===== src/verilog/icache_pkg.sv =====
`default_nettype none

package icache_pkg;

    localparam int index_width = 4;
    localparam int way_count   = 2;
    localparam int tag_width   = 26;
    localparam int op_ibar_bit = 31;

    // cache-op codes, code 0 falls back to index-invalidate
    localparam logic [1:0] cacop_index_inv = 2'd1;
    localparam logic [1:0] cacop_hit_inv   = 2'd2;

    typedef struct packed {
        logic [tag_width-1:0]   tag;
        logic [index_width-1:0] index;
        logic [1:0]             offset;   // word offset, only bit 0 is looked at
    } icache_addr_t;

    typedef struct packed {
        logic                   ibar;
        logic [op_ibar_bit-1:0] rsvd;
    } icache_op_bar_t;

    typedef struct packed {
        logic [26:0] rsvd_hi;
        logic [1:0]  code;     // bits 4:3
        logic [2:0]  rsvd_lo;
    } icache_op_cacop_t;

    // one operation word, read as barrier first and as cache-op otherwise
    typedef union packed {
        icache_op_bar_t   bar;
        icache_op_cacop_t cacop;
    } icache_op_u;

endpackage

`default_nettype wire


===== src/verilog/icache_store_if.sv =====
`default_nettype none

interface icache_store_if import icache_pkg::*; ();

    logic [way_count-1:0] data_we;
    logic [way_count-1:0] tagv_we;
    logic [way_count-1:0] inval;     // clear one valid bit at the held index
    logic                 ibar;      // clear every valid bit
    logic [way_count-1:0] touch;     // lru update
    logic [31:0]          refill_data;

    logic [way_count-1:0] hit;
    logic [31:0]          hit_data;
    logic                 victim;    // lru way of the held set

    modport ctrl (
        output data_we, tagv_we, inval, ibar, touch, refill_data,
        input  hit, hit_data, victim
    );

    modport store (
        input  data_we, tagv_we, inval, ibar, touch, refill_data,
        output hit, hit_data, victim
    );

endinterface

`default_nettype wire


===== src/verilog/icache_req_buf.sv =====
`default_nettype none

module icache_req_buf import icache_pkg::*; (
    input  wire logic         clk,
    input  wire logic         rstn,
    input  wire logic         buf_we,
    input  wire logic [31:0]  in_addr,
    input  wire logic [31:0]  in_opcode,
    input  wire logic         in_opflag,
    input  wire logic         in_uncached,
    output icache_addr_t      held_addr,
    output icache_op_u        held_op,
    output logic              held_opflag,
    output logic              held_uncached
);

    // holds the accepted request for the whole lookup / refill / op,
    // so the arrays never see the live pipeline inputs
    always_ff @(posedge clk) begin
        if (!rstn) begin
            held_addr     <= '0;
            held_op       <= '0;
            held_opflag   <= 1'b0;
            held_uncached <= 1'b0;
        end else if (buf_we) begin
            held_addr     <= icache_addr_t'(in_addr);
            held_op       <= icache_op_u'(in_opcode);
            held_opflag   <= in_opflag;
            held_uncached <= in_uncached;
        end
    end

endmodule

`default_nettype wire


===== src/verilog/icache_ctrl.sv =====
`default_nettype none

module icache_ctrl import icache_pkg::*; (
    input  wire logic          clk,
    input  wire logic          rstn,
    input  wire logic          fetch_valid,
    output logic               fetch_ready,
    input  wire icache_addr_t  held_addr,
    input  wire icache_op_u    held_op,
    input  wire logic          held_opflag,
    input  wire logic          held_uncached,
    input  wire logic          fetch_opflag,
    output logic               buf_we,
    output logic               resp_valid,
    output logic [31:0]        resp_data,
    output logic               op_ack,
    output logic               mem_req,
    input  wire logic          mem_data_ok,
    input  wire logic [31:0]   mem_rdata,
    icache_store_if.ctrl       store
);

    typedef enum logic [1:0] {
        st_idle,
        st_lookup,
        st_miss_wait,
        st_operation
    } state_t;

    state_t state;
    state_t next_state;

    logic rstn_q;
    logic ready_c;
    logic accept;
    logic miss;
    logic [1:0] code;

    always_ff @(posedge clk) begin
        rstn_q <= rstn;   // keeps ready low in the first cycle out of reset
    end

    assign fetch_ready = ready_c & rstn_q;
    assign accept      = fetch_valid & fetch_ready;
    assign buf_we      = accept;

    assign miss = ~|store.hit | held_uncached;
    assign code = held_op.cacop.code;

    assign store.refill_data = mem_rdata;

    ////////////////////////////////////////
    // state register and next state
    ////////////////////////////////////////

    always_ff @(posedge clk) begin
        if (!rstn) begin
            state <= st_idle;
        end else begin
            state <= next_state;
        end
    end

    always_comb begin
        next_state = st_idle;
        case (state)
            st_idle, st_operation: begin
                if (accept) next_state = fetch_opflag ? st_operation : st_lookup;
            end
            st_lookup: begin
                if (miss) begin
                    next_state = st_miss_wait;
                end else if (accept) begin
                    next_state = fetch_opflag ? st_operation : st_lookup;
                end
            end
            st_miss_wait: begin
                if (!mem_data_ok) begin
                    next_state = st_miss_wait;
                end else if (accept) begin
                    next_state = fetch_opflag ? st_operation : st_lookup;
                end
            end
            default: next_state = st_idle;
        endcase
    end

    ////////////////////////////////////////
    // outputs
    ////////////////////////////////////////

    always_comb begin
        ready_c       = 1'b0;
        resp_valid    = 1'b0;
        resp_data     = store.hit_data;
        op_ack        = 1'b0;
        mem_req       = 1'b0;
        store.data_we = '0;
        store.tagv_we = '0;
        store.inval   = '0;
        store.ibar    = 1'b0;
        store.touch   = '0;
        case (state)
            st_idle: ready_c = 1'b1;
            st_lookup: begin
                if (miss) begin
                    mem_req = 1'b1;
                    if (held_uncached) store.inval = store.hit;   // drop stale copy
                end else begin
                    ready_c     = 1'b1;
                    resp_valid  = 1'b1;
                    store.touch = store.hit;
                end
            end
            st_miss_wait: begin
                mem_req   = 1'b1;
                resp_data = mem_rdata;
                if (mem_data_ok) begin
                    ready_c    = 1'b1;
                    resp_valid = 1'b1;
                    if (!held_uncached) begin
                        // refill into the lru way
                        store.data_we[store.victim] = 1'b1;
                        store.tagv_we[store.victim] = 1'b1;
                        store.touch[store.victim]   = 1'b1;
                    end
                end
            end
            st_operation: begin
                ready_c = 1'b1;
                op_ack  = 1'b1;   // every op finishes in this one cycle
                if (held_opflag) begin
                    if (held_op.bar.ibar) begin
                        store.ibar = 1'b1;
                    end else if (code == cacop_hit_inv) begin
                        store.inval = store.hit;
                    end else if (code == cacop_index_inv || code == 2'd0) begin
                        store.inval[held_addr.offset[0]] = 1'b1;
                    end
                end
            end
            default: ;
        endcase
    end

endmodule

`default_nettype wire


===== src/verilog/icache_way_store.sv =====
`default_nettype none

module icache_way_store import icache_pkg::*; (
    input  wire logic          clk,
    input  wire logic          rstn,
    input  wire icache_addr_t  addr,
    icache_store_if.store      store
);

    ////////////////////////////////////////
    // arrays
    ////////////////////////////////////////

    logic [tag_width-1:0]      tag_mem  [way_count][2**index_width];
    logic [31:0]               data_mem [way_count][2**index_width];
    logic [2**index_width-1:0] valid    [way_count];
    logic [2**index_width-1:0] lru;   // 1 means way 1 is next out

    logic [index_width-1:0] idx;

    assign idx = addr.index;

    // tag and data, no reset
    always_ff @(posedge clk) begin
        for (int w = 0; w < way_count; w++) begin
            if (store.tagv_we[w]) tag_mem[w][idx] <= addr.tag;
            if (store.data_we[w]) data_mem[w][idx] <= store.refill_data;
        end
    end

    // valid bits, wiped by reset and by the barrier
    always_ff @(posedge clk) begin
        if (!rstn || store.ibar) begin
            for (int w = 0; w < way_count; w++) begin
                valid[w] <= '0;
            end
        end else begin
            for (int w = 0; w < way_count; w++) begin
                if (store.tagv_we[w]) begin
                    valid[w][idx] <= 1'b1;
                end else if (store.inval[w]) begin
                    valid[w][idx] <= 1'b0;
                end
            end
        end
    end

    // touched way becomes most recent
    always_ff @(posedge clk) begin
        if (!rstn) begin
            lru <= '0;
        end else if (store.touch[0]) begin
            lru[idx] <= 1'b1;
        end else if (store.touch[1]) begin
            lru[idx] <= 1'b0;
        end
    end

    ////////////////////////////////////////
    // lookup
    ////////////////////////////////////////

    always_comb begin
        for (int w = 0; w < way_count; w++) begin
            store.hit[w] = valid[w][idx] && (tag_mem[w][idx] == addr.tag);
        end
    end

    assign store.hit_data = store.hit[1] ? data_mem[1][idx] : data_mem[0][idx];
    assign store.victim   = lru[idx];

endmodule

`default_nettype wire


===== src/verilog/icache_top.sv =====
`default_nettype none

module icache_top import icache_pkg::*; (
    input  wire logic         clk,
    input  wire logic         rstn,

    // fetch side
    input  wire logic         fetch_valid,
    output logic              fetch_ready,
    input  wire logic [31:0]  fetch_addr,
    input  wire logic         fetch_opflag,
    input  wire logic [31:0]  fetch_opcode,
    input  wire logic         fetch_uncached,
    output logic              resp_valid,
    output logic [31:0]       resp_data,
    output logic              op_ack,

    // memory side, one word per refill
    output logic              mem_req,
    output logic [31:0]       mem_addr,
    input  wire logic         mem_data_ok,
    input  wire logic [31:0]  mem_rdata
);

    icache_addr_t held_addr;
    icache_op_u   held_op;
    logic         held_opflag;
    logic         held_uncached;
    logic         buf_we;

    icache_store_if store_bus ();

    assign mem_addr = held_addr;   // word address straight from the buffer

    icache_req_buf u_req_buf (
        .clk           (clk),
        .rstn          (rstn),
        .buf_we        (buf_we),
        .in_addr       (fetch_addr),
        .in_opcode     (fetch_opcode),
        .in_opflag     (fetch_opflag),
        .in_uncached   (fetch_uncached),
        .held_addr     (held_addr),
        .held_op       (held_op),
        .held_opflag   (held_opflag),
        .held_uncached (held_uncached)
    );

    icache_ctrl u_ctrl (
        .clk           (clk),
        .rstn          (rstn),
        .fetch_valid   (fetch_valid),
        .fetch_ready   (fetch_ready),
        .held_addr     (held_addr),
        .held_op       (held_op),
        .held_opflag   (held_opflag),
        .held_uncached (held_uncached),
        .fetch_opflag  (fetch_opflag),
        .buf_we        (buf_we),
        .resp_valid    (resp_valid),
        .resp_data     (resp_data),
        .op_ack        (op_ack),
        .mem_req       (mem_req),
        .mem_data_ok   (mem_data_ok),
        .mem_rdata     (mem_rdata),
        .store         (store_bus.ctrl)
    );

    icache_way_store u_way_store (
        .clk   (clk),
        .rstn  (rstn),
        .addr  (held_addr),
        .store (store_bus.store)
    );

endmodule

`default_nettype wire


===== config.mk =====
export PLATFORM = sky130hd
export DESIGN_NAME = icache_top
export DESIGN_NICKNAME = d
export VERILOG_FILES = /design/src/verilog/icache_pkg.sv /design/src/verilog/icache_store_if.sv /design/src/verilog/icache_req_buf.sv /design/src/verilog/icache_ctrl.sv /design/src/verilog/icache_way_store.sv /design/src/verilog/icache_top.sv
export SDC_FILE = /design/constraint.sdc
export NUM_CORES = 2
export LEC_CHECK = 0
export BUFFER_PORTS_ARGS = -buffer_cell sky130_fd_sc_hd__buf_2
export CAP_MARGIN = 10
export CORE_ASPECT_RATIO = 0.75
export CORE_UTILIZATION = 48
export CTS_CLUSTER_SIZE = 8
export DETAILED_ROUTE_END_ITERATION = 8
export REMOVE_ABC_BUFFERS = 1
export SYNTH_ARGS = -nofsm -noshare
export SYNTH_HDL_FRONTEND = slang
export SYNTH_SLANG_ARGS = --single-unit

===== constraint.sdc =====
create_clock -name clk -period 14.9 [get_ports clk]
set_clock_uncertainty 0.05 [all_clocks]
set_input_delay 1.49 -clock clk [delete_from_list [all_inputs] [get_ports clk]]
set_output_delay 1.49 -clock clk [all_outputs]
set_load 0.03 [all_outputs]

==> impl_metrics.sql <==
INSERT INTO impl_metrics (metric_group, metric, value, unit) VALUES
('logic_synthesis', 'synth_top_cell_area_share', '73.42', '%'),
('pwr', 'total_leakage_power', '26.60', 'nW'),
('critical_path', 'setup.worst_path.end', 'fetch_ready', ''),
('die', 'start_util', '48.52', '%'),
('global_route', 'grt_start_max_net_pins', '130', ''),
('critical_path', 'timing.reg2reg.worst_path_depth', '14', ''),
('worst_hold_path', 'hold_path_depth', '2', ''),
('clocking', 'cts.clk_slew.worst_paths', '50', 'ps'),
('clocking', 'cts_made_buffers', '293', ''),
('global_route', 'grt_remaining_overflow', '0', ''),
('finish', 'post_route_cells_drive_above_1_share', '27.74', '%'),
('logic_synthesis', 'postSynthCellCount', '3671', ''),
('critical_path', 'timing.rr.end', 'u_req_buf.held_addr[16]', ''),
('worst_hold_path', 'min_path_type', 'reg -> reg', ''),
('die', 'die_area', '161100', 'um2'),
('clocking', 'worst_skew_pair.late_latency', '890', 'ps'),
('drt', 'wl_per_cell', '32.36', 'um'),
('finish', 'finalCoreUtilization', '55.62', '%'),
('logic_synthesis', 'synth_top_area_cell', 'edfxtp_1', ''),
('logic_synthesis', 'synthDistinctLibCells', '81', ''),
('drt', 'drt.antenna.violating_nets', '0', ''),
('pwr', 'cellPowerDensity', '139.9', 'nW/um2'),
('logic_synthesis', 'synth.yosys.warnings', '0', ''),
('drt', 'detailedRoute.firstPassIterationCount', '5', ''),
('critical_path', 'beginning_of_the_worst_register_to_register_path', 'u_req_buf.held_addr[3]', ''),
('critical_path', 'slowest_stage', 'buf_4', ''),
('critical_path', 'critical_path_class', 'reg -> out', ''),
('placement', 'dp_hpwl', '103800', 'um'),
('finish', 'area_delta_synth_final', '14.64', '%'),
('sta', 'worst_slew_pin_slew', '1163', 'ps'),
('finish', 'fin_nets', '4120', ''),
('global_route', 'grt_pass1_vias', '38880', ''),
('clocking', 'tritoncts', 'built', ''),
('logic_synthesis', 'yosysMostFrequentCell', 'edfxtp_1', ''),
('sta', 'finalCritPeriodShare', '63.94', '%'),
('sta', 'setup_repair_after_global_routing_missed_its_margin', 'false', ''),
('logic_synthesis', 'synthArstFlopShare', '0', '%'),
('drt', 'routed_wirelength', '199900', 'um'),
('critical_path', 'crit_path_start', 'u_req_buf.held_addr[3]', ''),
('sta', 'fmax', '105.0', 'MHz'),
('sta', 'tns', '0', 'ps'),
('die', 'fp.dieW', '463.2', 'um'),
('logic_synthesis', 'synth_sequential_area_ratio', '75.31', '%'),
('die', 'floorplan.rows', '126', ''),
('sta', 'timing.final.hold_violations', '0', ''),
('global_route', 'antenna_violations_before_repair', '6', ''),
('sta', 'final.min_clock_period', '9526', 'ps'),
('global_route', 'grt_pass1_wl', '285400', 'um'),
('die', 'placeableCoreArea', '157800', 'um2'),
('sta', 'timing.final.setup_violations', '0', ''),
('logic_synthesis', 'yosys-top-cells-area', 'edfxtp_1 (73%), mux4_2 (14%), mux2i_1 (2.5%)', ''),
('drt', 'post_drt_via_cell_ratio', '6.293', ''),
('placement', 'portBuffers', '140', ''),
('flow_run', 'max_cap_violations', '0', ''),
('critical_path', 'cp.arrival', '7990', 'ps'),
('drt', 'drc_errors', '0', ''),
('clocking', 'clock_tree.htree_level_count', '5', ''),
('critical_path', 'worst_path_most_repeated_cell', 'buf_4', ''),
('sta', 'drv_slew', '0', ''),
('logic_synthesis', 'count_of_state_elements_after_synthesis', '1944', ''),
('global_route', 'global_route.usage.total', '24.97', '%'),
('critical_path', 'critical_path_required', '13360', 'ps'),
('die', 'die_h', '347.9', 'um'),
('sta', 'max_slew_margin', '22.44', '%'),
('critical_path', 'critical_path.cell_chain', 'buf_4 > buf_12 > buf_4 > mux2_2 > o22ai_1 > nor3_1 > a211oi_1 > a31o_2 > nand4b_1 > nor4_1 > buf_4 > nor2_1 > o21a_1 > nor2_1 > buf_2', ''),
('run_status', 'outcome', 'finished clean', ''),
('clocking', 'postCtsResizedCells', '0', ''),
('logic_synthesis', 'post_syn_area', '76560', 'um2'),
('clocking', 'postCtsSetupBuffers', '0', ''),
('logic_synthesis', 'synth.avg_cell_area', '20.86', 'um2'),
('critical_path', 'slowest_delay', '960', 'ps');
==> cells by family after synthesis <==
kind of cell	after synthesis	synth area share, %
DFF	1944	75.31
muxes	696	17.11
AOI/OAI and AO/OA	376	3.277
and+or+nand+nor	357	2.174
buffers and inverters	252	1.592
xor gates and xnor gates	43	0.4919
adders and majority gates	3	0.04903
==> per-stage QoR <==
stage / cells / power, mW / setup WS [ps]
2_1_floorplan: 3456 / 6.642 / -16030
3_3_place_gp: 5832 / 6.681 / 6457
3_5_place_dp: 5832 / 6.686 / 6393
4_1_cts: 6175 / 12.37 / 5414
5_1_grt: 6176 / 12.62 / 5207
6_report: 6177 / 12.28 / 5374
==> worst min-delay path by stage <==
stage / start / end / slack [ps]
floorplan: u_req_buf.held_op[3] / u_req_buf.held_op[3] / 400
global placement: u_req_buf.held_addr[1] / u_req_buf.held_addr[1] / 400
detailed placement: u_req_buf.held_addr[1] / u_req_buf.held_addr[1] / 410
CTS: u_req_buf.held_op[3] / u_req_buf.held_op[3] / 420
global route: u_req_buf.held_addr[1] / u_req_buf.held_addr[1] / 450
finish: u_req_buf.held_addr[1] / u_req_buf.held_addr[1] / 420
==> critical path: cells and delay by family, from the launching register on <==
kind / cells / cell delay [ps]
buffers and inverters: 5 / 2670
AND/OR/NAND/NOR: 5 / 1290
flip-flops: 1 / 770
AO/OA/AOI/OAI: 4 / 1630
multiplexers: 1 / 430
==> final cells by class <==
cell class	count	area (um2)
inverters	37	161.4
clock inverters	8	76.32
diodes	2	5.005
clock buffers	335	7617
well taps	2112	2643
flip-flops and latches	1944	57670
multi-input cells	1475	17920
repair buffers	264	1682
fillers	11750	70040
==> where the power goes <==
part / total, mW / internal [mW] / switching (mW) / leakage (nW)
clock network: 5.70 / 3.53 / 2.16 / 3.76
logic: 0.559 / 0.206 / 0.354 / 5.89
registers: 6.03 / 6.01 / 0.0169 / 16.9
==> cells in the final DEF, fill, tap and decap left out, types with 10 or more instances in the layout <==
cell,n
edfxtp_1,1872
a21oi_1,63
a31oi_1,19
dfxtp_1,67
nand2_1,112
mux4_1,10
a22oi_1,32
nor2b_1,20
o221a_1,10
inv_1,27
mux2_2,23
nor4_1,11
o21ai_0,122
nand3_1,56
o22ai_1,20
buf_4,120
a22o_1,11
nor2_4,26
xnor2_1,39
mux2i_1,188
buf_2,140
a211oi_1,13
clkbuf_16,299
clkbuf_1,36
mux4_2,475
nor2_1,62
and2_1,10
nor3_1,23
==> routing by layer <==
layer | vias up | track usage [%] | share of wire [%]
met5 | - | 0 | 0.023
met4 | 6 | 7.295 | 2.5
met3 | 354 | 6.283 | 9.0
met2 | 1767 | 36.64 | 45
met1 | 20770 | 37.10 | 44
li1 | 15980 | - | -
==> registers in the layout, summed over array words and instances, names as in the netlist, named ones only <==
name	count
u_way_store.tag_mem	832
u_req_buf.held_addr	32
u_way_store.valid	32
u_ctrl.rstn_q	1
u_ctrl.state	2
u_req_buf.held_opflag	1
u_req_buf.held_uncached	1
u_req_buf.held_op	3
u_way_store.data_mem	1024
Note: power is estimated with default switching activity, not from simulation.
